File: src/hdl/dcache_pkg.sv
// data cache package: widths, access encodings, bus structs and store lane placement
package dcache_pkg;

    localparam int addr_w    = 20;
    localparam int data_w    = 32;
    localparam int offset_w  = 2;
    localparam int index_w   = 4;
    localparam int tag_w     = addr_w - index_w - offset_w;
    localparam int num_lines = 1 << index_w;

    // distance from one line to the next in bytes
    localparam logic [addr_w-1:0] word_step = addr_w'(data_w / 8);

    typedef enum logic [1:0] {
        size_byte = 2'b00,
        size_half = 2'b01,
        size_word = 2'b10
    } access_size_e;

    typedef enum logic {
        op_load  = 1'b0,
        op_store = 1'b1
    } access_op_e;

    typedef struct packed {
        access_op_e          op;
        access_size_e        size;
        logic [addr_w-1:0]   addr;
        logic [data_w-1:0]   wdata;
    } cache_req_t;

    // addr is always word aligned
    typedef struct packed {
        logic                write;
        logic [addr_w-1:0]   addr;
        logic [data_w-1:0]   wdata;
        logic [3:0]          strobe;
    } mem_req_t;

    typedef struct packed {
        logic first_hit;
        logic second_needed;
        logic second_hit;
        logic second_index_wrapped;
    } line_span_t;

    // two adjacent words, lower address in the low half
    typedef struct packed {
        logic [2*data_w-1:0] data;
        logic [7:0]          strobe;
    } store_lanes_t;

    function automatic store_lanes_t store_lanes(
        input logic [offset_w-1:0] offset,
        input access_size_e        size,
        input logic [data_w-1:0]   wdata
    );
        store_lanes_t lanes;
        logic [3:0]   base;
        case (size)
            size_byte: base = 4'b0001;
            size_half: base = 4'b0011;
            size_word: base = 4'b1111;
            default:   base = 4'b0000;
        endcase
        lanes.data   = {{data_w{1'b0}}, wdata} << {offset, 3'b000};
        lanes.strobe = {4'b0000, base} << offset;
        return lanes;
    endfunction

endpackage
File: src/hdl/miss_controller.sv
// miss controller: accepts requests, sequences refills and write-through, registers the response
`timescale 1ns/1ps

module miss_controller (
    input  logic                          clk,
    input  logic                          reset,
    input  logic                          req_valid,
    output logic                          req_ready,
    input  dcache_pkg::cache_req_t        req,
    output logic                          rsp_valid,
    output logic [dcache_pkg::data_w-1:0] rsp_data,
    output logic                          mem_req_valid,
    input  logic                          mem_req_ready,
    output dcache_pkg::mem_req_t          mem_req,
    input  logic                          mem_rsp_valid,
    input  logic [dcache_pkg::data_w-1:0] mem_rdata,
    input  dcache_pkg::line_span_t        span,
    input  logic [dcache_pkg::data_w-1:0] load_data,
    output logic [dcache_pkg::addr_w-1:0] lookup_addr,
    output logic                          fill_en,
    output logic [dcache_pkg::addr_w-1:0] fill_addr,
    output logic [dcache_pkg::data_w-1:0] fill_data,
    output logic                          store_en,
    output dcache_pkg::access_size_e      store_size,
    output logic [dcache_pkg::data_w-1:0] store_data
);

    typedef enum logic [2:0] {
        st_idle,
        st_fetch_first,
        st_fetch_second,
        st_write_first,
        st_write_second,
        st_respond
    } state_e;

    state_e                        state;
    dcache_pkg::cache_req_t        cur;
    logic                          read_pending;
    logic                          busy;
    logic                          accept;
    logic                          all_hit;
    logic                          fetching;
    logic                          mem_fire;
    logic [dcache_pkg::addr_w-1:0] first_word_addr;
    logic [dcache_pkg::addr_w-1:0] second_word_addr;
    dcache_pkg::store_lanes_t      lanes;

    assign busy      = (state != st_idle);
    // held low while the response is out
    assign req_ready = !busy && !rsp_valid;
    assign accept    = req_valid && req_ready;

    // lookup follows the input while idle so a hit is seen in the accept cycle
    assign lookup_addr = busy ? cur.addr : req.addr;
    assign store_size  = busy ? cur.size : req.size;
    assign store_data  = cur.wdata;

    assign all_hit = span.first_hit && (!span.second_needed || span.second_hit);

    assign first_word_addr  = {cur.addr[dcache_pkg::addr_w-1:dcache_pkg::offset_w],
                               {dcache_pkg::offset_w{1'b0}}};
    assign second_word_addr = first_word_addr + dcache_pkg::word_step;

    assign lanes = dcache_pkg::store_lanes(cur.addr[dcache_pkg::offset_w-1:0],
                                           cur.size, cur.wdata);

    assign fetching = (state == st_fetch_first) || (state == st_fetch_second);

    always_comb begin
        mem_req       = '0;
        mem_req_valid = 1'b0;
        case (state)
            st_fetch_first: begin
                mem_req_valid = !read_pending;
                mem_req.addr  = first_word_addr;
            end
            st_fetch_second: begin
                mem_req_valid = !read_pending;
                mem_req.addr  = second_word_addr;
            end
            st_write_first: begin
                mem_req_valid  = 1'b1;
                mem_req.write  = 1'b1;
                mem_req.addr   = first_word_addr;
                mem_req.wdata  = lanes.data[dcache_pkg::data_w-1:0];
                mem_req.strobe = lanes.strobe[3:0];
            end
            st_write_second: begin
                mem_req_valid  = 1'b1;
                mem_req.write  = 1'b1;
                mem_req.addr   = second_word_addr;
                mem_req.wdata  = lanes.data[2*dcache_pkg::data_w-1:dcache_pkg::data_w];
                mem_req.strobe = lanes.strobe[7:4];
            end
            default: begin
            end
        endcase
    end

    assign mem_fire  = mem_req_valid && mem_req_ready;
    assign fill_en   = fetching && mem_rsp_valid;
    assign fill_addr = (state == st_fetch_second) ? second_word_addr : first_word_addr;
    assign fill_data = mem_rdata;

    always_ff @(posedge clk) begin
        if (accept) begin
            cur <= req;
        end
    end

    always_ff @(posedge clk) begin
        if (reset) begin
            state        <= st_idle;
            read_pending <= 1'b0;
            store_en     <= 1'b0;
            rsp_valid    <= 1'b0;
        end else begin
            store_en  <= 1'b0;
            rsp_valid <= 1'b0;
            case (state)
                st_idle: begin
                    if (accept) begin
                        if (req.op == dcache_pkg::op_store) begin
                            state    <= st_write_first;
                            store_en <= 1'b1;
                        end else if (all_hit) begin
                            rsp_valid <= 1'b1;
                        end else if (!span.first_hit) begin
                            state <= st_fetch_first;
                        end else begin
                            state <= st_fetch_second;
                        end
                    end
                end
                st_fetch_first, st_fetch_second: begin
                    if (mem_fire) begin
                        read_pending <= 1'b1;
                    end else if (mem_rsp_valid) begin
                        read_pending <= 1'b0;
                        // first line lands now, second may still be missing
                        if (state == st_fetch_first && span.second_needed && !span.second_hit) begin
                            state <= st_fetch_second;
                        end else begin
                            state <= st_respond;
                        end
                    end
                end
                st_write_first: begin
                    if (mem_fire) begin
                        state <= (|lanes.strobe[7:4]) ? st_write_second : st_respond;
                    end
                end
                st_write_second: begin
                    if (mem_fire) begin
                        state <= st_respond;
                    end
                end
                st_respond: begin
                    rsp_valid <= 1'b1;
                    state     <= st_idle;
                end
                default: begin
                    state <= st_idle;
                end
            endcase
        end
    end

    // lines are settled by respond, so load_data is read there
    always_ff @(posedge clk) begin
        if (accept && req.op == dcache_pkg::op_load && all_hit) begin
            rsp_data <= load_data;
        end else if (state == st_respond) begin
            rsp_data <= (cur.op == dcache_pkg::op_load) ? load_data : '0;
        end
    end

    assert property (@(posedge clk) disable iff (reset)
        mem_req_valid && !mem_req_ready |=> mem_req_valid && $stable(mem_req))
        else $error("miss_controller: memory request changed while stalled");

    assert property (@(posedge clk) disable iff (reset)
        mem_rsp_valid |-> fetching && read_pending)
        else $error("miss_controller: read data with no read outstanding");

endmodule

File: config.mk
export PLATFORM = sky130hd
export DESIGN_NAME = miss_controller
export DESIGN_NICKNAME = d
export VERILOG_FILES = /design/src/hdl/dcache_pkg.sv /design/src/hdl/miss_controller.sv
export SDC_FILE = /design/constraint.sdc
export NUM_CORES = 1
export LEC_CHECK = 0
export BUFFER_PORTS_ARGS = -buffer_cell sky130_fd_sc_hd__buf_4
export CORE_ASPECT_RATIO = 1.5
export CORE_MARGIN = 5
export CORE_UTILIZATION = 40
export DETAILED_ROUTE_END_ITERATION = 10
export GPL_TIMING_DRIVEN = 0
export PLACE_DENSITY = 0.74
export SLEW_MARGIN = 30
export SYNTH_ARGS = -nofsm -noshare
export SYNTH_HDL_FRONTEND = slang
export SYNTH_SLANG_ARGS = --single-unit
File: constraint.sdc
create_clock -name clk -period 3.3 [get_ports clk]
set_clock_uncertainty 0.1 [all_clocks]
set_input_delay 0.33 -clock clk [delete_from_list [all_inputs] [get_ports clk]]
set_output_delay 0.33 -clock clk [all_outputs]
set_load 0.05 [all_outputs]
== Word-level counts from Yosys, hierarchy flattened ==
Index checks and enable logic that the tools add are counted.
Operators by class
  mux-type cells: 29
  equality and inequality tests: 13
  shift-type cells: 2
  reduce and logical (&&, ||, !) cells: 29
  $add $sub $neg: 1
  bitwise operators: 3
Operator list (count)
  2-to-1 mux 32 bit: 3
  case mux 36 bit (2 select lines): 1
  left shift 32 x 5 -> 64 bit: 1
  2-to-1 mux 20 bit: 2
  case mux 20 bit (2 select lines): 1
  2-to-1 mux 3 bit: 8
  adder 20 x 3 -> 20 bit, second input constant: 1
  case mux 3 bit (4 select lines): 1
  case mux 4 bit (3 select lines): 1
  logical AND 1 bit: 9
  2-to-1 mux 1 bit: 8
  inequality test 2 bit, second input constant: 4
  OR reduction 2 bit: 4
  left shift 4 x 2 -> 8 bit: 1
  == test 3 x 2 -> 1 bit, second input constant: 2
  == test 3 bit, second input constant: 2
  AND reduction 6 bit: 1
  zero test 1 bit: 5
  2-to-1 mux 2 bit: 2
  case mux 1 bit (2 select lines): 2
  nonzero test 2 bit: 2
  OR reduction 4 bit: 1
  == test 3 x 1 -> 1 bit, second input constant: 1
  zero test 3 bit: 1
  other kinds (10): 13
Word-level totals
  output and inout port bits: 200
  word-level logic and storage cells: 86
  register bits: 93

== Depth between registers and ports, before layout ==
Gate-level depths: netlist (run 1).
  depth after elaboration: 7
  depth in mapped cells: 8

== Worst setup path before layout (run 1) ==
No wires, ideal clock.
  path type: flip-flop to flip-flop
  from: register state[0]
  to: register rsp_data[10] (netlist name) (data pin)
  required time: 3069 ps
  buffers on the path: 2
  cell stages (with the launch flop): 8
  path slack: 479 ps
  data arrival time: 2590 ps
  setup time: 131 ps
  cell sequence: dfxtp_1 > buf_2 > nor3_4 > nand3b_1 > inv_1 > a21bo_2 > buf_4 > and2_1
Between the ends
  longest elaborated chain between the ends: 7
RTL lines
  from (decl): RTL line miss_controller.sv:37  | state_e state;
  from (signal assigned): RTL line miss_controller.sv:114  | state <= st_idle;
  from (signal assigned): RTL line miss_controller.sv:125  | state <= st_write_first;
  from (signal assigned): RTL line miss_controller.sv:130  | state <= st_fetch_first;
  nonzero test 3 bit: RTL line miss_controller.sv:49  | assign busy = (state != st_idle);
  zero test 1 bit: RTL line miss_controller.sv:51  | assign req_ready = !busy && !rsp_valid;
  logical AND 1 bit: RTL line miss_controller.sv:51
  logical AND 1 bit: RTL line miss_controller.sv:52  | assign accept = req_valid && req_ready;
  logical AND 1 bit (2 in series): RTL line miss_controller.sv:172  | if (accept && req.op == dcache_pkg::op_load && all_hit) begin
  2-to-1 mux 32 bit: RTL line miss_controller.sv:172
  to (signal assigned): RTL line miss_controller.sv:173  | rsp_data <= load_data;
  to (signal assigned): RTL line miss_controller.sv:175  | rsp_data <= (cur.op == dcache_pkg::op_load) ? load_data : '0;
  to (decl): RTL line miss_controller.sv:11  | output logic [dcache_pkg::data_w-1:0] rsp_data,
Every way passes these cells.
A chain may end at the register's enable or synchronous reset.

==> results of run 1 <==
cells by family after synthesis:
logic type | count (synthesis) | synth area share [%]
buf+inv | 113 | 12.2
xor+xnor | 18 | 2.83
fa+ha+maj | 4 | 0.816
other cells | 1 | 0.0644
simple gates | 177 | 16.3
mux | 52 | 9.49
flops | 93 | 46.9
compound gates | 110 | 11.4
report_power, final:
group          internal (W)  leakage [nW]  switching [W]
Sequential          0.00161         0.868       0.000220
Clock              0.000546         0.151       0.000535
Combinational       0.00159          2.83        0.00339
critical path, stage by stage, from the launching register on:
cell and delay [ns]:
edfxtp_1 0.39, clkbuf_1 0.54, and3_1 0.25, clkbuf_1 0.42, nand2_1 0.10, o21ai_0 0.21, buf_4 0.29
cell usage in the layout (no fill, tap or decap), types with 8 or more instances in the layout:
cell | Yosys | routed
mux2i_1 | 26 | 26
and2_1 | 40 | 40
mux2_2 | 26 | 26
buf_2 | 15 | 15
a21oi_1 | 22 | 22
a22oi_1 | 9 | 9
a211oi_1 | 8 | 8
nand2_1 | 56 | 56
o21ai_0 | 38 | 38
edfxtp_1 | 87 | 87
buf_4 | 72 | 362
nor2_1 | 27 | 26
inv_1 | 13 | 12
clkbuf_1 | 12 | 12
xnor2_1 | 10 | 10
clkbuf_16 | 0 | 9
o22ai_1 | 12 | 12
nand3_1 | 10 | 10
cell type report:
| class | instances | area (sq um) | area share [%] |
|---|---|---|---|
| flip-flops and latches | 93 | 2730 | 31.7 |
| well taps | 196 | 245 | 2.84 |
| inverters | 13 | 51.3 | 0.594 |
| clock inverters | 7 | 86.3 | 1.00 |
| plain buffers | 100 | 664 | 7.70 |
| repair buffers | 292 | 2220 | 25.8 |
| multi-input cells | 365 | 2400 | 27.8 |
| clock buffers | 9 | 225 | 2.61 |
worst max-delay path by stage:
stage | endpoint | slack [ns] | depth (start not counted)
4_1_cts | mem_req[2] | 0.35 | 6
3_3_place_gp | rsp_data[27] | -0.56 | 7
6_report | mem_req[2] | 0.32 | 6
5_1_grt | mem_req[2] | 0.18 | 6
3_5_place_dp | rsp_data[18] | 0.59 | 8
2_1_floorplan | rsp_data[10] | 0.48 | 7
flip-flops by register name, indices dropped and copies added (netlist names):
name          count
store_en          1
cur              23
read_pending      1
rsp_valid         1
store_data       32
state             3
rsp_data         32
stage by stage:
step | util [%] | TNS (ns) | power, W | worst slack (ns)
2_1_floorplan | - | 0 | 0.00534 | 0.479
3_3_place_gp | 57.1 | -28.56 | 0.00680 | -0.564
3_5_place_dp | 57.5 | 0 | 0.00686 | 0.591
4_1_cts | 59.7 | 0 | 0.00796 | 0.352
5_1_grt | 59.7 | 0 | 0.00825 | 0.181
6_report | 59.7 | 0 | 0.00790 | 0.315
layer usage:
| layer | share of wire [%] | vias to the layer above | wire length (um) | GRT usage [%] |
|---|---|---|---|---|
| li1 | - | 2562 | - | - |
| met1 | 32 | 2507 | 6530 | 21.4 |
| met2 | 56 | 275 | 11500 | 44.9 |
| met3 | 10 | 28 | 2110 | 7.18 |
| met4 | 2.1 | 0 | 431 | 6.44 |
| met5 | 0 | - | 0 | 0 |
==> results.yml, run 1 <==
floorplanning:
  row_count: 54
  initial_core_util_pct: 40.3
  fp.dieH_um: 158
  die_width_um: 109
  io_pins: 328
  core_sq_um: 14500
  dieArea_sq_um: 17100
synth:
  synthCells: 568
  synth.cell_area_sq_um: 5830
  syn_area_per_cell_sq_um: 10.3
  synth_top_area_share_pct: 44.8
  async_flop_share_pct: 0
  synth_top_cells_by_count: "87 x edfxtp_1, 72 x buf_4, 56 x nand2_1, 40 x and2_1, 38 x o21ai_0"
  ys.warnings.count: 0
  ys_dominant_reg_cell: "edfxtp_1"
  synth_edf_count: 87
  seq_area_frac_synth_pct: 46.9
  synth_most_common_cell: "edfxtp_1"
  synth-seq-cells: 93
  synth.area.top_cells: "edfxtp_1 45%, buf_4 9.3%, mux2_2 5.0%, mux2i_1 4.5%, and2_1 4.3%"
  yosysUniqueCellTypes: 57
  yosysTopAreaCell: "edfxtp_1"
placed_design:
  placed_cells: 1059
  dp_hpwl_um: 16400
  gp_congestion: 0.835
  io_buffers: 290
  placed_area_sq_um: 8320
layout:
  syn_to_final_growth_pct: 48.1
  fillers: 1295
  stdcell_count: 1075
  design_area_sq_um: 8630
  final_nets: 1005
  diodes: 0
  drive_gt1_share_pct: 49.8
timing:
  worst_pin_slew_ns: 0.792
  layout_worst_path_cycle_share_pct: 90.4
  rsz0062_at_grt: "false"
  post-route-min-period_ns: 2.98
  setup_viol: 0
  maxSlewViolCount: 0
  slew_headroom_pct: 47.0
  fmax_mhz: 335
  whs_ns: 0.0576
  hold_violations: 0
setup_path:
  endpoint_kind: "primary output"
  crit_path_start_kind: "flop"
  startpoint: "cur[33]"
  worstSetupPathType: "flop to primary output"
  crit_arrival_ns: 2.55
  worstPathRequired_ns: 2.87
  worstPathMaxFanout: 10
  r2r_cells: 8
  r2r_start: "state[0]"
  r2r_end: "rsp_data[25]"
  reg2reg_setup_slack_ns: 0.68
clocking:
  clkTransAtPathRegs_ns: 0.08
  clock-sinks: 93
  numCtsBuffers: 9
  cts_setup_buffers: 0
  h-tree-depth: 3
  post_cts_resized: 0
  clock_latency_ns: 0.34
  hold_buffers: 0
  cts_buffer_depth: 2
  cts_tree: "yes"
  root_buffer: "clkbuf_16"
global_routing:
  grt_max_degree: 32
  grt_usage_pct: 22.5
  grt_pass1_wl_um: 29100
  antenna_found_initial: 0
  grt_pass1_vias: 5252
  gr-total-overflow: 0
detailed_routing:
  postRouteAntennaNets: 0
  routed_via_density: 5.00
  first_pass_iters: 7
  wl_um: 20600
  vias: 5372
  drc: 0
  wl_per_cell_um: 19.1
  drtIter0Drc: 200
power_and_ir_drop:
  p_leak_nw: 3.84
  power.density_nw_per_um2: 915
  ir_drop_uv: 674
job:
  drv_cap: 0
worst_hold_path:
  hold_path_class: "input port to flop"
  whs_endpoint: "store_data[19]"
  worstHoldStart: "req[19]"
  min_path_cells: 1
outcome:
  status: "completed"
No activity file was read; power rests on OpenSTA's default activity.
==> inputs of run 2 (changes only) <==
--- a/config.mk
+++ b/config.mk
@@ -6,13 +6,16 @@
 export NUM_CORES = 1
 export LEC_CHECK = 0
 export BUFFER_PORTS_ARGS = -buffer_cell sky130_fd_sc_hd__buf_4
+export CELL_PAD_IN_SITES_DETAIL_PLACEMENT = 0
+export CELL_PAD_IN_SITES_GLOBAL_PLACEMENT = 1
 export CORE_ASPECT_RATIO = 1.5
 export CORE_MARGIN = 5
-export CORE_UTILIZATION = 40
+export CORE_UTILIZATION = 32
 export DETAILED_ROUTE_END_ITERATION = 10
 export GPL_TIMING_DRIVEN = 0
-export PLACE_DENSITY = 0.74
+export PLACE_DENSITY_LB_ADDON = 0.1
 export SLEW_MARGIN = 30
 export SYNTH_ARGS = -nofsm -noshare
 export SYNTH_HDL_FRONTEND = slang
 export SYNTH_SLANG_ARGS = --single-unit
+export TNS_END_PERCENT = 5
==> results.yml, run 2 (synthesized netlist as in run 1, its figures left out) <==
outcome:
  status: "completed"
timing:
  setup_viol: 0
  maxSlewViolCount: 0
  fmax_mhz: 336
  layout_worst_path_cycle_share_pct: 90.1
  whs_ns: 0.0430
  hold_violations: 0
  rsz0062_at_grt: "false"
  slew_headroom_pct: 47.8
  post-route-min-period_ns: 2.97
  worst_pin_slew_ns: 0.779
setup_path:
  crit_arrival_ns: 2.54
  endpoint_kind: "primary output"
  worstSetupPathType: "flop to primary output"
  crit_path_start_kind: "flop"
  worstPathRequired_ns: 2.87
  r2r_cells: 7
  reg2reg_setup_slack_ns: 0.99
  worstPathMaxFanout: 10
clocking:
  clock_latency_ns: 0.36
  root_buffer: "clkbuf_16"
  post_cts_resized: 0
  clock-sinks: 93
  cts_tree: "yes"
  cts_setup_buffers: 0
  cts_buffer_depth: 2
  h-tree-depth: 3
  numCtsBuffers: 9
  clkTransAtPathRegs_ns: 0.08
  hold_buffers: 0
global_routing:
  grt_max_degree: 39
  gr-total-overflow: 0
  antenna_found_initial: 0
  grt_pass1_wl_um: 30600
  grt_usage_pct: 18.6
  grt_pass1_vias: 5473
power_and_ir_drop:
  ir_drop_uv: 656
  power.density_nw_per_um2: 912
  p_leak_nw: 3.84
  power_w: 0.00789
layout:
  final_common_cell: "buf_4"
  syn_to_final_growth_pct: 48.4
  final_core_util_pct: 48.2
  drive_gt1_share_pct: 49.8
  layout_common_cells: "362 x buf_4, 87 x edfxtp_1, 56 x nand2_1, 40 x and2_1, 38 x o21ai_0"
  diodes: 0
  final_nets: 1005
  fillers: 1694
floorplanning:
  io_pins: 328
  row_count: 60
  initial_core_util_pct: 32.5
  dieArea_sq_um: 21100
  fp.dieH_um: 175
  core_sq_um: 17900
  die_width_um: 120
detailed_routing:
  postRouteAntennaNets: 0
  wl_um: 20400
  vias: 5269
  first_pass_iters: 5
  wl_per_cell_um: 18.6
  drc: 0
  drtIter0Drc: 248
  routed_via_density: 4.81
placed_design:
  dp_hpwl_um: 16000
  io_buffers: 290
  gp_congestion: 0.792
worst_hold_path:
  hold_path_class: "input port to flop"
  min_path_cells: 1
job:
  drv_cap: 0
run 2: final timing paths:
| kind | startpoint | end |
|---|---|---|
| worst max-delay path | state[0] | mem_req[11] |
| worst min-delay path | req[31] | store_data[31] |
| worst max register to register | state[0] | rsp_data[21] |
| worst min register to register | read_pending | read_pending |
run 2: final cells by class:
| cell class | count | area (sq um) | share of cell area [%] |
|---|---|---|---|
| clock inverter | 7 | 80.1 | 0.926 |
| buffer | 100 | 664 | 7.68 |
| tap | 217 | 272 | 3.14 |
| sequential | 93 | 2730 | 31.6 |
| multi-input combinational | 365 | 2400 | 27.7 |
| timing repair buffer | 292 | 2220 | 25.7 |
| inverter | 13 | 51.3 | 0.593 |
| clock buffer | 9 | 225 | 2.60 |
run 2: power by group:
group	leakage [nW]	switching, W	internal (W)	total [W]
clock network	0.146	0.000540	0.000540	0.00108
logic	2.83	0.00339	0.00159	0.00498
registers	0.868	0.000215	0.00161	0.00183
total	3.84	0.00414	0.00374	0.00789
run 2: metal layers:
| layer | wire length (um) | GRT usage (%) | vias to the layer above |
|---|---|---|---|
| li1 | - | - | 2561 |
| met1 | 7250 | 20.0 | 2488 |
| met2 | 11400 | 35.7 | 205 |
| met3 | 1390 | 3.74 | 15 |
| met4 | 325 | 6.35 | 0 |
| met5 | 0 | 0 | - |
run 2: critical path: stages (launching register included):
cell and delay (ns):
dfxtp_1 0.30, buf_2 0.22, nor2b_1 0.14, buf_2 0.24, nand3_1 0.13, nor2_1 0.61, nand2_1 0.13, o21ai_0 0.15
buf_4 0.25
run 2: metrics by stage:
step | instances | area [sq um] | setup TNS [ns] | worst slack, ns
floorplan | 571 | 5840 | 0 | 0.479
global placement | 1078 | 8290 | -25.85 | -0.539
detailed placement | 1080 | 8340 | 0 | 0.700
CTS | 1096 | 8650 | 0 | 0.298
global route | 1096 | 8650 | 0 | 0.161
finish | 1096 | 8650 | 0 | 0.328
